--- src/design/zx_bus_pkg.sv ---
// Z80 bus types shared by the Spectrum glue logic.
// Covers the CPU bus state, keyboard half-rows and joystick inputs.
// Modules refer to these by scoped name.

package zx_bus_pkg;

	// ========================================
	// CPU bus
	// ========================================

	typedef logic [15:0] addr_t;
	typedef logic [7:0]  data_t;

	// One sampled bus state, strobes already active high
	typedef struct packed {
		addr_t addr;
		data_t dout;
		logic  mreq;
		logic  iorq;
		logic  rd;
		logic  wr;
		logic  m1;
	} cpu_bus_t;

	// ========================================
	// Keyboard and joysticks
	// ========================================

	// Five keys of one half-row, 0 when pressed
	typedef logic [4:0] key_row_t;

	// One joystick, 1 when pressed, bit 5 only reaches the Kempston port
	typedef logic [5:0] joy_state_t;

	// Bit positions inside joy_state_t
	localparam int JOY_RIGHT = 0;
	localparam int JOY_LEFT  = 1;
	localparam int JOY_DOWN  = 2;
	localparam int JOY_UP    = 3;
	localparam int JOY_FIRE  = 4;

	typedef enum logic [1:0] {
		JOY_KEMPSTON = 2'd0,
		JOY_SINCLAIR = 2'd1,
		JOY_CURSOR   = 2'd2
	} joy_mode_t;

endpackage

--- src/design/zx_mem_pkg.sv ---
// Memory side types for the Spectrum glue logic.
// Describes the machine model, bank indices and the banked request
// that goes to external memory.

package zx_mem_pkg;

	// Offset width inside one 16 KB slot
	localparam int SLOT_OFS_W = 14;

	typedef enum logic [1:0] {
		MODEL_48    = 2'd0,
		MODEL_128   = 2'd1,
		MODEL_PLUS3 = 2'd2
	} model_t;

	// ========================================
	// Banks and addresses
	// ========================================

	typedef logic [2:0] ram_bank_t;
	typedef logic [1:0] rom_bank_t;

	// With rom set, the ROM bank sits in the low two bits of bank
	typedef struct packed {
		logic                  rom;
		ram_bank_t             bank;
		logic [SLOT_OFS_W-1:0] offset;
	} mem_addr_t;

	// ========================================
	// Requests
	// ========================================

	// One request per CPU memory cycle, no handshake back
	typedef struct packed {
		mem_addr_t         addr;
		logic              rd;
		logic              we;
		zx_bus_pkg::data_t wdata;
	} mem_req_t;

endpackage

--- src/design/cpu_data_mux.sv ---
// Byte returned to the CPU on a read cycle.
// Memory data, the ULA byte or the Kempston byte, FF for any other port
// and for interrupt acknowledge.

`timescale 1ns/1ps

module cpu_data_mux (
	input  zx_bus_pkg::cpu_bus_t bus,
	input  zx_bus_pkg::data_t    mem_rdata,
	input  zx_bus_pkg::data_t    fe_rdata,
	input  zx_bus_pkg::data_t    kempston_data,
	output zx_bus_pkg::data_t    cpu_din
);

	logic mem_rd;
	logic io_rd;

	assign mem_rd = bus.mreq & bus.rd;

	// M1 with IORQ is an interrupt acknowledge, not a port read
	assign io_rd = bus.iorq & bus.rd & ~bus.m1;

	always_comb begin
		if (mem_rd)
			cpu_din = mem_rdata;
		else if (io_rd && !bus.addr[0])
			cpu_din = fe_rdata;
		else if (io_rd && bus.addr[7:0] == 8'h1F)
			cpu_din = kempston_data;
		else
			cpu_din = 8'hFF;
	end

endmodule

--- src/design/joystick_mapper.sv ---
// Joystick handling for the three supported modes.
// Kempston presents both sticks on port 1F, Sinclair and cursor modes
// pull key bits low in the half-row that the CPU address selects.

`timescale 1ns/1ps

module joystick_mapper (
	input  zx_bus_pkg::addr_t      addr,
	input  zx_bus_pkg::joy_state_t joy0,
	input  zx_bus_pkg::joy_state_t joy1,
	input  zx_bus_pkg::joy_mode_t  joy_mode,
	output zx_bus_pkg::key_row_t   joy_mask,
	output zx_bus_pkg::data_t      kempston_data
);

	zx_bus_pkg::joy_state_t joy_any;
	zx_bus_pkg::key_row_t   row_60;
	zx_bus_pkg::key_row_t   row_15;
	logic                   sinclair;
	logic                   cursor;

	assign joy_any  = joy0 | joy1;
	assign sinclair = (joy_mode == zx_bus_pkg::JOY_SINCLAIR);
	assign cursor   = (joy_mode == zx_bus_pkg::JOY_CURSOR);

	assign kempston_data = (joy_mode == zx_bus_pkg::JOY_KEMPSTON) ? {2'b00, joy_any} : '0;

	// ========================================
	// Key row presses, 1 = key held
	// ========================================

	always_comb begin
		row_60 = '0;
		row_15 = '0;
		if (sinclair) begin
			// Stick 0 on keys 6-0
			row_60 = {joy0[zx_bus_pkg::JOY_LEFT], joy0[zx_bus_pkg::JOY_RIGHT],
				joy0[zx_bus_pkg::JOY_DOWN], joy0[zx_bus_pkg::JOY_UP],
				joy0[zx_bus_pkg::JOY_FIRE]};
			// Stick 1 on keys 1-5
			row_15 = {joy1[zx_bus_pkg::JOY_FIRE], joy1[zx_bus_pkg::JOY_UP],
				joy1[zx_bus_pkg::JOY_DOWN], joy1[zx_bus_pkg::JOY_RIGHT],
				joy1[zx_bus_pkg::JOY_LEFT]};
		end else if (cursor) begin
			// Keys 5 to 8 plus 0 for fire, both sticks merged
			row_60 = {joy_any[zx_bus_pkg::JOY_DOWN], joy_any[zx_bus_pkg::JOY_UP],
				joy_any[zx_bus_pkg::JOY_RIGHT], 1'b0, joy_any[zx_bus_pkg::JOY_FIRE]};
			row_15 = {joy_any[zx_bus_pkg::JOY_LEFT], 4'b0000};
		end
	end

	// A12 low scans 6-0, A11 low scans 1-5
	assign joy_mask = ({5{addr[12]}} | ~row_60) & ({5{addr[11]}} | ~row_15);

endmodule

--- src/design/memory_pager.sv ---
// Paging registers 7FFD and 1FFD and the CPU to bank address map.
// The model is captured while reset is high; 48K never unlocks paging.
// Register writes land one cycle after the I/O write condition rises.
// The address map itself is combinational.

`timescale 1ns/1ps

module memory_pager (
	input  logic                 clk_sys,
	input  logic                 reset,
	input  zx_bus_pkg::cpu_bus_t bus,
	input  zx_mem_pkg::model_t   model,
	output zx_mem_pkg::mem_req_t mem_req,
	output logic                 shadow_screen
);

	zx_mem_pkg::model_t    model_q;
	logic [5:0]            page_7ffd;
	logic [2:0]            page_1ffd;
	logic                  io_wr;
	logic                  io_wr_q;
	logic                  io_wr_edge;
	logic                  is_plus3;
	logic                  locked;
	logic                  sel_7ffd;
	logic                  sel_1ffd;
	logic [1:0]            slot;
	logic                  special;
	logic [1:0]            special_mode;
	zx_mem_pkg::rom_bank_t rom_bank;
	zx_mem_pkg::ram_bank_t bank;
	logic                  rom_slot;

	// ========================================
	// Port decode
	// ========================================

	assign io_wr      = bus.iorq & bus.wr & ~bus.m1;
	assign io_wr_edge = io_wr & ~io_wr_q;

	assign is_plus3 = (model_q == zx_mem_pkg::MODEL_PLUS3);
	assign locked   = page_7ffd[5] | (model_q == zx_mem_pkg::MODEL_48);

	// Partial decode where A14 matters only on the +3
	assign sel_7ffd = ~bus.addr[15] & ~bus.addr[1] & (bus.addr[14] | ~is_plus3) & ~locked;
	assign sel_1ffd = is_plus3 & ~bus.addr[1] & bus.addr[12] & ~bus.addr[13]
		& ~bus.addr[14] & ~bus.addr[15] & ~locked;

	always_ff @(posedge clk_sys) begin
		if (reset) begin
			model_q   <= model;
			page_7ffd <= '0;
			page_1ffd <= '0;
			io_wr_q   <= 1'b0;
		end else begin
			io_wr_q <= io_wr;
			if (io_wr_edge) begin
				if (sel_7ffd)
					page_7ffd <= bus.dout[5:0];
				else if (sel_1ffd)
					page_1ffd <= bus.dout[2:0];
			end
		end
	end

	// ========================================
	// Address map
	// ========================================

	assign slot         = bus.addr[15:14];
	assign special      = page_1ffd[0];
	assign special_mode = page_1ffd[2:1];

	always_comb begin
		case (model_q)
			zx_mem_pkg::MODEL_128:   rom_bank = {1'b0, page_7ffd[4]};
			zx_mem_pkg::MODEL_PLUS3: rom_bank = {page_1ffd[2], page_7ffd[4]};
			default:                 rom_bank = '0;
		endcase
	end

	always_comb begin
		rom_slot = 1'b0;
		if (special) begin
			// All RAM with banks 0123, 4567, 4563 or 4763 for modes 00 to 11
			case (slot)
				2'd0:    bank = {|special_mode, 2'b00};
				2'd1:    bank = {|special_mode, &special_mode, 1'b1};
				2'd2:    bank = {|special_mode, 2'b10};
				default: bank = {~special_mode[1] & special_mode[0], 2'b11};
			endcase
		end else begin
			case (slot)
				2'd0: begin
					rom_slot = 1'b1;
					bank     = {1'b0, rom_bank};
				end
				2'd1:    bank = 3'd5;
				2'd2:    bank = 3'd2;
				// Stays 0 on the 48K since 7FFD never leaves reset there
				default: bank = page_7ffd[2:0];
			endcase
		end
	end

	always_comb begin
		mem_req.addr.rom    = rom_slot;
		mem_req.addr.bank   = bank;
		mem_req.addr.offset = bus.addr[zx_mem_pkg::SLOT_OFS_W-1:0];
		mem_req.rd          = bus.mreq & bus.rd;
		mem_req.we          = bus.mreq & bus.wr & ~rom_slot;
		mem_req.wdata       = bus.dout;
	end

	assign shadow_screen = page_7ffd[3];

	// ========================================
	// Assertions
	// ========================================

	// Slot 0 outside special mode is ROM and never takes a write
	a_no_rom_write: assert property (@(posedge clk_sys) disable iff (reset)
		(bus.addr[15:14] == 2'd0 && !page_1ffd[0]) |-> (mem_req.addr.rom && !mem_req.we));

	// Once locked, 7FFD holds until the next reset
	a_lock_holds: assert property (@(posedge clk_sys) disable iff (reset)
		locked |=> $stable(page_7ffd));

endmodule

--- src/design/ula_port.sv ---
// ULA port FE: border, ear and mic outputs on write, and the read byte
// built from the keyboard half-row, joystick mask and tape input.

`timescale 1ns/1ps

module ula_port (
	input  logic                 clk_sys,
	input  logic                 reset,
	input  zx_bus_pkg::cpu_bus_t bus,
	input  zx_bus_pkg::key_row_t keys,
	input  logic                 tape_in,
	input  zx_bus_pkg::key_row_t joy_mask,
	output zx_bus_pkg::data_t    fe_rdata,
	output logic [2:0]           border,
	output logic                 ear,
	output logic                 mic
);

	logic fe_wr;
	logic fe_wr_q;
	logic fe_wr_edge;

	// Any even port reaches the ULA
	assign fe_wr      = ~bus.addr[0] & bus.iorq & bus.wr & ~bus.m1;
	assign fe_wr_edge = fe_wr & ~fe_wr_q;

	always_ff @(posedge clk_sys) begin
		if (reset) begin
			fe_wr_q <= 1'b0;
			border  <= '0;
			ear     <= 1'b0;
			mic     <= 1'b0;
		end else begin
			fe_wr_q <= fe_wr;
			if (fe_wr_edge) begin
				border <= bus.dout[2:0];
				mic    <= bus.dout[3];
				ear    <= bus.dout[4];
			end
		end
	end

	// Bits 7 and 5 float high on real hardware
	assign fe_rdata = {1'b1, ~tape_in, 1'b1, keys & joy_mask};

	// Outputs move only after reset or an FE write edge
	a_fe_source: assert property (@(posedge clk_sys)
		$changed({border, ear, mic}) |-> $past(fe_wr_edge || reset));

endmodule

--- src/design/zx_bus_glue.sv ---
// Z80 side glue for a Spectrum 48K, 128K or +3.
// Decodes CPU bus cycles into banked memory requests, holds the paging
// and ULA port registers, and returns the CPU read byte.
// Every cycle completes without wait states.

`timescale 1ns/1ps

module zx_bus_glue (
	input  logic                   clk_sys,
	input  logic                   reset,
	input  zx_bus_pkg::cpu_bus_t   bus,
	input  zx_bus_pkg::data_t      mem_rdata,
	input  zx_mem_pkg::model_t     model,
	input  zx_bus_pkg::key_row_t   keys,
	input  logic                   tape_in,
	input  zx_bus_pkg::joy_state_t joy0,
	input  zx_bus_pkg::joy_state_t joy1,
	input  zx_bus_pkg::joy_mode_t  joy_mode,
	output zx_mem_pkg::mem_req_t   mem_req,
	output zx_bus_pkg::data_t      cpu_din,
	output logic [2:0]             border,
	output logic                   ear,
	output logic                   mic,
	output logic                   shadow_screen
);

	zx_bus_pkg::key_row_t joy_mask;
	zx_bus_pkg::data_t    kempston_data;
	zx_bus_pkg::data_t    fe_rdata;

	// ========================================
	// Memory paging
	// ========================================

	memory_pager pager0 (
		.clk_sys       (clk_sys),
		.reset         (reset),
		.bus           (bus),
		.model         (model),
		.mem_req       (mem_req),
		.shadow_screen (shadow_screen)
	);

	// ========================================
	// Ports and read data
	// ========================================

	joystick_mapper joy0_map (
		.addr          (bus.addr),
		.joy0          (joy0),
		.joy1          (joy1),
		.joy_mode      (joy_mode),
		.joy_mask      (joy_mask),
		.kempston_data (kempston_data)
	);

	ula_port ula0 (
		.clk_sys  (clk_sys),
		.reset    (reset),
		.bus      (bus),
		.keys     (keys),
		.tape_in  (tape_in),
		.joy_mask (joy_mask),
		.fe_rdata (fe_rdata),
		.border   (border),
		.ear      (ear),
		.mic      (mic)
	);

	cpu_data_mux mux0 (
		.bus           (bus),
		.mem_rdata     (mem_rdata),
		.fe_rdata      (fe_rdata),
		.kempston_data (kempston_data),
		.cpu_din       (cpu_din)
	);

endmodule

--- config.mk ---
export PLATFORM = sky130hd
export DESIGN_NAME = zx_bus_glue
export DESIGN_NICKNAME = d
export VERILOG_FILES = /design/src/design/zx_bus_pkg.sv /design/src/design/zx_mem_pkg.sv /design/src/design/cpu_data_mux.sv /design/src/design/joystick_mapper.sv /design/src/design/memory_pager.sv /design/src/design/ula_port.sv /design/src/design/zx_bus_glue.sv
export SDC_FILE = /design/constraint.sdc
export NUM_CORES = 1
export LEC_CHECK = 0
export ABC_AREA = 1
export BUFFER_PORTS_ARGS = -buffer_cell sky130_fd_sc_hd__buf_2
export CORE_AREA = 2 2 64 66
export CTS_CLUSTER_DIAMETER = 60
export DETAILED_ROUTE_END_ITERATION = 16
export DIE_AREA = 0 0 66 68
export PLACE_DENSITY = 0.84
export SLEW_MARGIN = 40
export SYNTH_ARGS = -nofsm -noshare
export SYNTH_HDL_FRONTEND = slang
export SYNTH_SLANG_ARGS = --single-unit
--- constraint.sdc ---
create_clock -name clk_sys -period 1.46 [get_ports clk_sys]
set_input_delay 0.073 -clock clk_sys [delete_from_list [all_inputs] [get_ports clk_sys]]
set_output_delay 0.073 -clock clk_sys [all_outputs]
set_load 0.05 [all_outputs]
==> impl_metrics.csv, run 1 <==
group,metric,value,unit
placement,port_buffers,92,
drt,dr.pass1.iters,4,
synth,synth_enable_flop_cells,2,
drt,wl_per_cell,10.82,µm
clocking,clkSlewWorstSetupHoldPaths,0.06,ns
die,rows,23,
worst_setup_path,reg2reg_from,"pager0.model_q[1]",
worst_setup_path,timing.critical_path.buf_inv,2,
worst_setup_path,rrSetupSlack,-0.02,ns
global_route,track_usage,17.67,%
drt,met1_length,1638,µm
cells_and_area,syn_to_final_growth,34.99,%
power_and_ir_drop,finalPower,0.001463,W
status,violations,"setup timing",
drt,drc,0,
die,initial_core_util,38.58,%
drt,wl_met2,1937,µm
synth,synth-simple-area-share,37.17,%
die,die_w,66,µm
synth,synth.distinct_cells,27,
drt,drtIter0Drc,28,
cells_and_area,ff_latch_area,380.4,µm²
global_route,grt_pass1_vias,1590,
worst_setup_path,critPathMaxStageDelay,0.40,ns
clocking,htreeDepth,1,
worst_setup_path,path_cells,"inv_2 -> ha_4 -> nand3_2 -> a32oi_2 -> buf_6",
sta,worst_pin_slew,0.4087,ns
placement,placedInstanceArea,1841,µm²
min_path,min_path_cells,2,
synth,synth_top_family_by_area,"simple AND/OR/NAND/NOR gates",
synth,synthTopCellsByArea,"dfxtp_1, nand2_1, buf_4",
drt,wl,3994,µm
global_route,grt-ovfl-total,0,
synth,yosys.area_share.adder,2.523,%
worst_setup_path,worstPathMaxFanout,3,
synth,synth.avg_cell_area,6.072,µm²
sta,clock_skew,0.005333,ns
worst_setup_path,worst-setup-path-type,"reg -> out",
placement,hpwlAfterDp,3155,µm
synth,yosysSeqAreaShare,25.57,%
sta,finalHoldViolCount,0,
min_path,min-delay-start,"reset",
die,num_io_pins,103,
synth,syn_nets,309,
die,core_area,3856,µm²
min_path,hold_class,"in -> reg",
flow_run,drv_cap,0,
worst_setup_path,r2r_cells,8,
synth,synthFlopType,"dfxtp_1",
synth,synth_area,1488,µm²
synth,syn_inst,245,
global_route,grt_pass1_wl,6223,µm
clocking,cts_made_buffers,3,
placement,place_congestion,0.7802,
cells_and_area,drive_above_1_share,40.75,%
sta,max_freq,653.4,MHz
synth,synth_xor_area_share,0,%
drt,viasPerCell,4.653,
power_and_ir_drop,p_per_area,728.7,nW/µm²
drt,antenna_left,0,
sta,setup_violations,9,
worst_setup_path,endpoint_kind,"output pin",
sta,setup_ws,-0.07035,ns
sta,hold_ws,0.04910,ns
cells_and_area,postLayoutCellArea,2008,µm²
sta,period_needed,1.530,ns
sta,rsz0062_at_grt,"true",
sta,slew_headroom,72.60,%
cells_and_area,fin_nets,384,
cells_and_area,antenna_cells,0,
synth,yosysTopAreaCell,"dfxtp_1",
clocking,cts-root-buf,"clkbuf_8",
worst_setup_path,cpLargestDelayFamily,"flip-flops",
worst_setup_path,critPathArrivalTime,1.46,ns
clocking,clk_latency,0.26,ns
drt,wl_met3,343,µm
drt,vias,1717,
drt,highest_layer,"met4",
worst_setup_path,cp-start-kind,"flip-flop",
clocking,cts_tree,"built",
sta,fin_crit_sh,104.8,%
clocking,clock_path_buffers,2,
synth,yosys_register_bits,18,
synth,async_flop_share,0,%
synth,synth_mux_area_share,0,%
power_and_ir_drop,leakage,1.059,nW
global_route,antenna_found_initial,0,
synth,synth_compound_area_share,13.29,%
worst_setup_path,crit_slowest_cell,"edfxtp_1",
die,die-area,4488,µm²
clocking,numClockSinks,18,
cells_and_area,multi_input_area,868.3,µm²
synth,synth_top_area_share,21.53,%
worst_setup_path,rr_endpoint,"pager0.page_7ffd[1]",
die,die_y,68,µm
worst_setup_path,crit_required,1.39,ns
cells_and_area,fillers,407,
synth,yosysWarnings,0,
status,status,"finished with violations",
cells_and_area,post-route-util,52.08,%
min_path,holdPathEnd,"pager0.page_7ffd[5]",
power_and_ir_drop,vdd_ir_drop_max,0.7738,mV
worst_setup_path,critPathLaunch,"pager0.model_q[0]",
global_route,grt_max_degree,14,
sta,final_max_slew_viol_count,0,
## metrics by stage
step	setup slack, ns	TNS [ns]	cells
final	-0.07035	-0.2106	369
after global placement	0.1173	0	362
after detailed placement	0.05129	0	362
after global routing	-0.1443	-1.134	369
after floorplan	0.07215	0	245
after CTS	-0.06551	-0.1752	369
## area by class of cell
type | instances | area share (%)
Multi-Input combinational cell | 166 | 43.24
Timing Repair Buffer | 95 | 25.11
Clock buffer | 4 | 2.741
Sequential cell | 18 | 18.94
Tap cell | 50 | 3.115
Inverter | 36 | 6.854
## how the worst max path moves through the flow
stage / to / slack, ns / cells past startpoint
final: mem_req[25] / -0.07 / 5
after detailed placement: pager0.page_1ffd[0] / 0.05 / 9
after floorplan: mem_req[25] / 0.07 / 4
after CTS: mem_req[25] / -0.07 / 5
after global placement: pager0.page_1ffd[1] / 0.12 / 9
after global routing: pager0.page_1ffd[1] / -0.14 / 10
## synth_stat cells (all sizes together) (2+ instances only)
cell and count:
edfxtp 2, nor2 42, nand3 11, nand4 3
o21ai 22, dfxtp 16, a31oi 3, buf 24
inv 35, nor3 4, ha 3, nand2 67
a21oi 6
## cell families after synthesis
kind of cell	after synthesis
AND/OR/NAND/NOR	127
flip-flops	18
AO/OA/AOI/OAI	36
buffers and inverters	61
adder cells (fa/ha/maj)	3
## cell usage in the layout, fill, tap and decap left out, types with 2 or more instances in the layout
cell / netlist / layout
o21ai_1: 2 / 5
a31oi_1: 3 / 3
nor2_4: 4 / 5
clkbuf_8: 0 / 4
nor3_1: 3 / 3
nand2_2: 1 / 2
nand2_1: 66 / 65
nor2_1: 37 / 30
a21oi_1: 6 / 6
buf_6: 0 / 3
nand3_2: 2 / 4
o21ai_0: 20 / 17
edfxtp_1: 2 / 2
nor2_2: 1 / 7
dfxtp_1: 16 / 16
inv_1: 29 / 26
buf_2: 0 / 90
inv_2: 6 / 8
nand4_1: 3 / 3
dlygate4sd3_1: 0 / 2
nand3_1: 9 / 7
ha_4: 0 / 2
## report_power, final
group          total (W)  leakage [nW]  switching (W)  internal [W]
clock network   0.000407        0.0288       0.000167      0.000240
registers       0.000522         0.149     0.00000795      0.000514
logic           0.000534         0.881       0.000371      0.000163
## per-layer routing
layer,GRT usage [%],vias to the layer above
li1,-,894
met1,18.15,735
met2,35.48,81
met3,1.974,7
met4,8.418,0
met5,0,-
## worst register-to-register path, cell delays in order (launching register included)
cell	delay, ns
edfxtp_1	0.44
ha_4	0.21
buf_6	0.12
nand2_2	0.06
nand4_1	0.12
nor2_4	0.20
inv_4	0.09
nor2_2	0.10
nor2_1	0.05
## what timing repair did
item                       4_1_cts  5_1_grt
setup endpoints to repair        2       11
hold endpoints to repair         2        0
resized for setup               11       13
hold buffers                     2        0
buffers inserted                 1        0
pin swaps                        2        2
## registers in the layout, summed over array words and instances (netlist names)
name / flops
pager0.io_wr_q: 1
pager0.model_q: 2
pager0.page_1ffd: 3
pager0.page_7ffd: 6
ula0.border: 3
ula0.ear: 1
ula0.fe_wr_q: 1
ula0.mic: 1
Note: power is estimated with default switching activity, not from simulation.
==> run 2: changes to the inputs <==
--- a/config.mk
+++ b/config.mk
@@ -7,11 +7,11 @@
 export LEC_CHECK = 0
 export ABC_AREA = 1
 export BUFFER_PORTS_ARGS = -buffer_cell sky130_fd_sc_hd__buf_2
-export CORE_AREA = 2 2 64 66
+export CORE_AREA = 2 2 69 71
 export CTS_CLUSTER_DIAMETER = 60
 export DETAILED_ROUTE_END_ITERATION = 16
-export DIE_AREA = 0 0 66 68
-export PLACE_DENSITY = 0.84
+export DIE_AREA = 0 0 71 73
+export PLACE_DENSITY = 0.74
 export SLEW_MARGIN = 40
 export SYNTH_ARGS = -nofsm -noshare
 export SYNTH_HDL_FRONTEND = slang
==> run 2 against run 1 <==
Compared with the run above:
- the run still ends with setup timing left
- clock-buffer cell count unchanged
- worst hold slack gained 0.0030 ns
- sequential cell count stayed put
- global-route usage shrank 2.0 points
- register-to-register slack about the same
- die area rose by 15%
- final area up 0.50%
- critical path type unchanged
- critical endpoint is now mem_req[24]
- highest routed layer unchanged
==> impl_metrics.csv, run 2 (same netlist as run 1, synthesis figures left out) <==
group,metric,value,unit
status,violations,"setup timing",
sta,period_needed,1.535,ns
cells_and_area,post-route-util,44.50,%
die,core_area,4536,µm²
worst_setup_path,timing.critical_path.buf_inv,2,
worst_setup_path,worstPathMaxFanout,2,
power_and_ir_drop,leakage,1.071,nW
clocking,numClockSinks,18,
placement,port_buffers,92,
drt,wl,4152,µm
global_route,grt_max_degree,14,
cells_and_area,largest_reg_flops,6,
cells_and_area,multi_input_area,860.8,µm²
cells_and_area,top_register,"pager0.page_7ffd",
placement,place_congestion,0.8614,
clocking,clkSlewWorstSetupHoldPaths,0.07,ns
die,num_io_pins,103,
global_route,grt_pass1_wl,6658,µm
global_route,grt-ovfl-total,0,
cells_and_area,layout_common_cells,"buf_2, nand2_1, nor2_1",
die,die_w,71,µm
status,status,"finished with violations",
drt,vias,1743,
worst_setup_path,crit_slowest_cell,"edfxtp_1",
worst_setup_path,crit_required,1.39,ns
flow_run,drv_cap,0,
drt,wl_per_cell,11.07,µm
drt,dr.pass1.iters,4,
sta,setup_ws,-0.07460,ns
cells_and_area,fin_nets,386,
cells_and_area,fillers,483,
cells_and_area,final_common_cell,"buf_2",
sta,final_max_slew_viol_count,0,
sta,finalHoldViolCount,0,
drt,drtIter0Drc,37,
sta,fin_crit_sh,105.1,%
die,initial_core_util,32.80,%
clocking,cts_tree,"built",
cells_and_area,ff_latch_area,380.4,µm²
sta,finalSetupTns,-0.2239,ns
sta,max_freq,651.6,MHz
global_route,grt_pass1_vias,1568,
worst_setup_path,critPathMaxStageDelay,0.41,ns
die,die_y,73,µm
worst_setup_path,cpLargestDelayFamily,"flip-flops",
sta,clock_skew,0.003406,ns
sta,slew_headroom,71.72,%
global_route,track_usage,15.67,%
power_and_ir_drop,p_per_area,727.2,nW/µm²
drt,drc,0,
drt,antenna_left,0,
cells_and_area,syn_to_final_growth,35.66,%
sta,rsz0062_at_grt,"true",
global_route,antenna_found_initial,0,
worst_setup_path,cp-start-kind,"flip-flop",
worst_setup_path,critPathArrivalTime,1.46,ns
worst_setup_path,worst-setup-path-type,"reg -> out",
min_path,hold_class,"in -> reg",
worst_setup_path,endpoint_kind,"output pin",
cells_and_area,drive_above_1_share,39.56,%
cells_and_area,reg_top3,"pager0.page_7ffd x6, pager0.page_1ffd x3, ula0.border x3",
power_and_ir_drop,vdd_ir_drop_max,0.5138,mV
clocking,clk_latency,0.25,ns
worst_setup_path,path_cells,"inv_2 -> ha_4 -> o2111ai_2 -> o22ai_2 -> buf_6",
cells_and_area,antenna_cells,0,
placement,hpwlAfterDp,3376,µm
sta,setup_violations,5,
clocking,htreeDepth,1,
sta,worst_pin_slew,0.4219,ns
clocking,clock_path_buffers,2,
drt,viasPerCell,4.648,
clocking,cts-root-buf,"clkbuf_8",
die,die-area,5183,µm²
die,rows,25,
clocking,cts_made_buffers,3,
[run 2: changes by cell type in the layout (fill, tap and decap cells not counted), sizes merged]
cell and delta:
buf +2
[run 2: per-stage QoR]
step	area, µm²	instances	total power [W]	setup WS (ns)	hold slack (ns)
finish	2018	375	0.001468	-0.07460	0.05209
global route	2018	375	0.001553	-0.1616	0.05205
CTS	1968	374	0.001463	-0.06610	0.04853
detailed placement	1853	367	0.001035	-0.01582	0.1463
global placement	1853	367	0.001028	0.1122	0.1463
floorplan	1501	245	0.0009311	0.07215	0.1421
[run 2: final cells by class]
class	instances	share of cell area, %
Multi-Input combinational cell	166	42.65
Timing Repair Buffer	97	25.73
Sequential cell	18	18.85
Inverter	36	6.696
Tap cell	54	3.348
Clock buffer	4	2.728
[run 2: what timing repair did]
item / 4_1_cts / 5_1_grt
cloned: 0 / 0
setup buffers: 1 / 1
endpoints found under the hold margin: 2 / 0
hold buffers: 2 / 0
resized for setup: 10 / 9
endpoints found under the setup margin: 6 / 11
pin swaps: 5 / 9
[run 2: worst register-to-register path, stage by stage, from the launching register on]
cell      delay (ns)
edfxtp_1        0.41
inv_2           0.12
ha_4            0.18
buf_6           0.10
inv_2           0.03
nor2_4          0.10
nand3_2         0.11
nor2_4          0.17
nand2_1         0.08
nand2_1         0.06
nor2_1          0.04
[run 2: worst paths after layout]
path                            slack, ns         startpoint  cells past startpoint                  end
worst max-delay path                -0.07  pager0.model_q[1]                      5          mem_req[24]
worst min-delay path                 0.05            bus[13]                      2         ula0.fe_wr_q
worst max register to register      -0.03  pager0.model_q[0]                     10  pager0.page_1ffd[2]
worst min register to register       0.49           ula0.ear                      2             ula0.ear
[run 2: where the power goes]
part           internal [W]  leakage [nW]  switching [W]
clock network      0.000240        0.0288       0.000163
registers          0.000514         0.149     0.00000806
logic              0.000170         0.893       0.000373
total              0.000923          1.07       0.000545
[run 2: per-layer routing]
layer	share of wire [%]	vias up	track usage, %
met2	47	91	28.87
met1	41	745	18.33
met3	9.0	10	2.486
met5	0	-	0
met4	2.4	0	5.660
li1	-	897	-
==> run 3: changes to the inputs <==
--- a/config.mk
+++ b/config.mk
@@ -6,9 +6,9 @@
 export NUM_CORES = 1
 export LEC_CHECK = 0
 export ABC_AREA = 1
-export BUFFER_PORTS_ARGS = -buffer_cell sky130_fd_sc_hd__buf_2
+export BUFFER_PORTS_ARGS = -buffer_cell sky130_fd_sc_hd__buf_4
 export CORE_AREA = 2 2 69 71
-export CTS_CLUSTER_DIAMETER = 60
+export CTS_CLUSTER_DIAMETER = 200
 export DETAILED_ROUTE_END_ITERATION = 16
 export DIE_AREA = 0 0 71 73
 export PLACE_DENSITY = 0.74
==> run 3 against run 2 <==
Compared with the run above:
- global-route usage is 1.5 points higher
- critical path depth unchanged
- register-to-register slack worse by 0.05 ns
- final cell count decreased by 0.53%
- setup slack got worse by 0.038 ns
- clock skew fell by 0.0013 ns
- critical endpoint is now mem_req[25]
- core utilization up 4.6 points
- clock power shrank 12%
- fmax decreased by 2.4%
- the run still ends with setup timing left
- worst hold slack worse by 0.030 ns
- largest power group unchanged
- die area unchanged
- routed wire length is 7.9% higher
==> impl_metrics.csv, run 3 (same netlist as run 1, synthesis figures left out) <==
group,metric,value,unit
clocking,cts_made_buffers,3,
worst_setup_path,path_cells,"inv_2 -> ha_4 -> nand3_2 -> a32oi_2 -> buf_6",
cells_and_area,drive_above_1_share,39.18,%
die,num_io_pins,103,
worst_setup_path,endpoint_kind,"output pin",
global_route,grt_pass1_vias,1672,
sta,worst_pin_slew,0.4146,ns
sta,fin_crit_sh,107.7,%
sta,finalSetupTns,-0.5232,ns
drt,drtIter0Drc,48,
worst_setup_path,crit_cells,5,
placement,dp_slack,-0.001632,ns
worst_setup_path,cpLargestDelayFamily,"flip-flops",
drt,wl_per_cell,12.02,µm
power_and_ir_drop,leakage,1.126,nW
clocking,clock_path_buffers,2,
global_route,track_usage,17.14,%
drt,viasPerCell,4.692,
global_route,grt_pass1_wl,7238,µm
cells_and_area,fillers,454,
worst_setup_path,critPathArrivalTime,1.50,ns
power_and_ir_drop,p_per_area,671.3,nW/µm²
cells_and_area,multi_input_area,868.3,µm²
die,core_area,4536,µm²
sta,slew_headroom,72.21,%
worst_setup_path,critPathLaunch,"pager0.model_q[0]",
placement,dp_cells,366,
worst_setup_path,rrSetupSlack,-0.08,ns
worst_setup_path,rr_endpoint,"pager0.page_7ffd[2]",
cells_and_area,syn_to_final_growth,49.62,%
worst_setup_path,timing.critical_path.buf_inv,2,
worst_setup_path,cp-start-kind,"flip-flop",
clocking,htreeDepth,1,
cells_and_area,antenna_cells,0,
cells_and_area,top_register,"pager0.page_7ffd",
sta,rsz0062_at_grt,"true",
power_and_ir_drop,vdd_ir_drop_max,0.4246,mV
cells_and_area,ff_latch_area,380.4,µm²
sta,max_freq,635.9,MHz
cells_and_area,reg_top3,"pager0.page_7ffd x6, pager0.page_1ffd x3, ula0.border x3",
drt,vias,1750,
cells_and_area,fin_nets,384,
clocking,cts-root-buf,"clkbuf_8",
cells_and_area,largest_reg_flops,6,
sta,period_needed,1.572,ns
clocking,clkSlewWorstSetupHoldPaths,0.07,ns
global_route,grt_max_degree,14,
placement,hpwlAfterDp,3600,µm
status,violations,"setup timing",
die,rows,25,
drt,antenna_left,0,
worst_setup_path,reg2reg_from,"pager0.model_q[1]",
die,initial_core_util,32.80,%
worst_setup_path,r2r_cells,8,
die,die_y,73,µm
worst_setup_path,crit_slowest_cell,"edfxtp_1",
global_route,antenna_found_initial,0,
sta,clock_skew,0.002057,ns
flow_run,drv_cap,0,
drt,drc,0,
drt,wl,4482,µm
worst_setup_path,worst-setup-path-type,"reg -> out",
clocking,numClockSinks,18,
worst_setup_path,cp-endpoint,"mem_req[25]",
drt,dr.pass1.iters,5,
cells_and_area,finalNonFillerCells,373,
status,status,"finished with violations",
die,die_w,71,µm
placement,place_congestion,0.8745,
worst_setup_path,critPathMaxStageDelay,0.43,ns
sta,setup_ws,-0.1125,ns
clocking,cts_tree,"built",
sta,setup_violations,8,
sta,final_max_slew_viol_count,0,
placement,port_buffers,92,
sta,finalHoldViolCount,0,
cells_and_area,layout_common_cells,"buf_4, nand2_1, nor2_1",
min_path,hold_class,"in -> reg",
cells_and_area,final_common_cell,"buf_4",
worst_setup_path,worstPathMaxFanout,4,
global_route,grt-ovfl-total,0,
die,die-area,5183,µm²
clocking,clk_latency,0.25,ns
worst_setup_path,crit_required,1.39,ns
[run 3: how the worst min path moves through the flow]
stage	start	endpoint	slack, ns	depth (start not counted)
2_1_floorplan	reset	pager0.page_7ffd[5]	0.14	1
3_3_place_gp	bus[11]	mem_req[6]	0.15	0
3_5_place_dp	bus[11]	mem_req[6]	0.15	0
4_1_cts	reset	pager0.page_7ffd[5]	0.02	2
5_1_grt	reset	pager0.page_7ffd[5]	0.02	2
6_report	reset	pager0.page_7ffd[5]	0.02	2
[run 3: layout make-up]
cell class	instances	share of cell area [%]
Timing Repair Buffer	95	32.77
Sequential cell	18	17.09
Multi-Input combinational cell	166	39.01
Inverter	36	6.071
Clock buffer	4	2.024
Tap cell	54	3.035
[run 3: routing by layer]
metal | part of all wire [%] | up-vias | global-route usage, % | wire [µm]
met4 | 1.9 | 0 | 6.289 | 87
met2 | 49 | 101 | 31.88 | 2193
li1 | - | 893 | - | -
met3 | 9.8 | 11 | 3.729 | 440
met1 | 39 | 745 | 19.14 | 1761
met5 | 0 | - | 0 | 0
[run 3: where the power goes]
part / switching, W / total (W) / leakage (nW) / internal [W]
combinational: 0.000380 / 0.000617 / 0.954 / 0.000237
clock: 0.000161 / 0.000355 / 0.0228 / 0.000194
sequential: 0.00000906 / 0.000523 / 0.149 / 0.000514
total: 0.000550 / 0.00149 / 1.13 / 0.000944
[run 3: what timing repair did]
action / in CTS / in global routing
pin swaps: 4 / 10
gates resized for setup: 8 / 9
hold buffers: 2 / 0
setup endpoints to repair: 10 / 11
gates cloned: 0 / 0
buffers inserted: 1 / 0
hold endpoints to repair: 2 / 0
[run 3: metrics by stage]
stage          total power, W  area, µm²  hold WS, ns  utilization (%)
2_1_floorplan       0.0009311       1501       0.1421                -
3_3_place_gp         0.001101       2076       0.1463            45.77
3_5_place_dp         0.001110       2076       0.1463            45.77
4_1_cts              0.001484       2192      0.01986            48.33
5_1_grt              0.001565       2226      0.01812            49.08
6_report             0.001494       2226      0.02233            49.08
[run 3: worst reg2reg max path, cell delays in order, from the launching register on]
cell      delay (ns)
edfxtp_1        0.43
buf_6           0.15
ha_4            0.17
nand2_2         0.07
nand4_1         0.16
nor2_4          0.22
inv_2           0.08
nor2_1          0.11
nor2_1          0.05
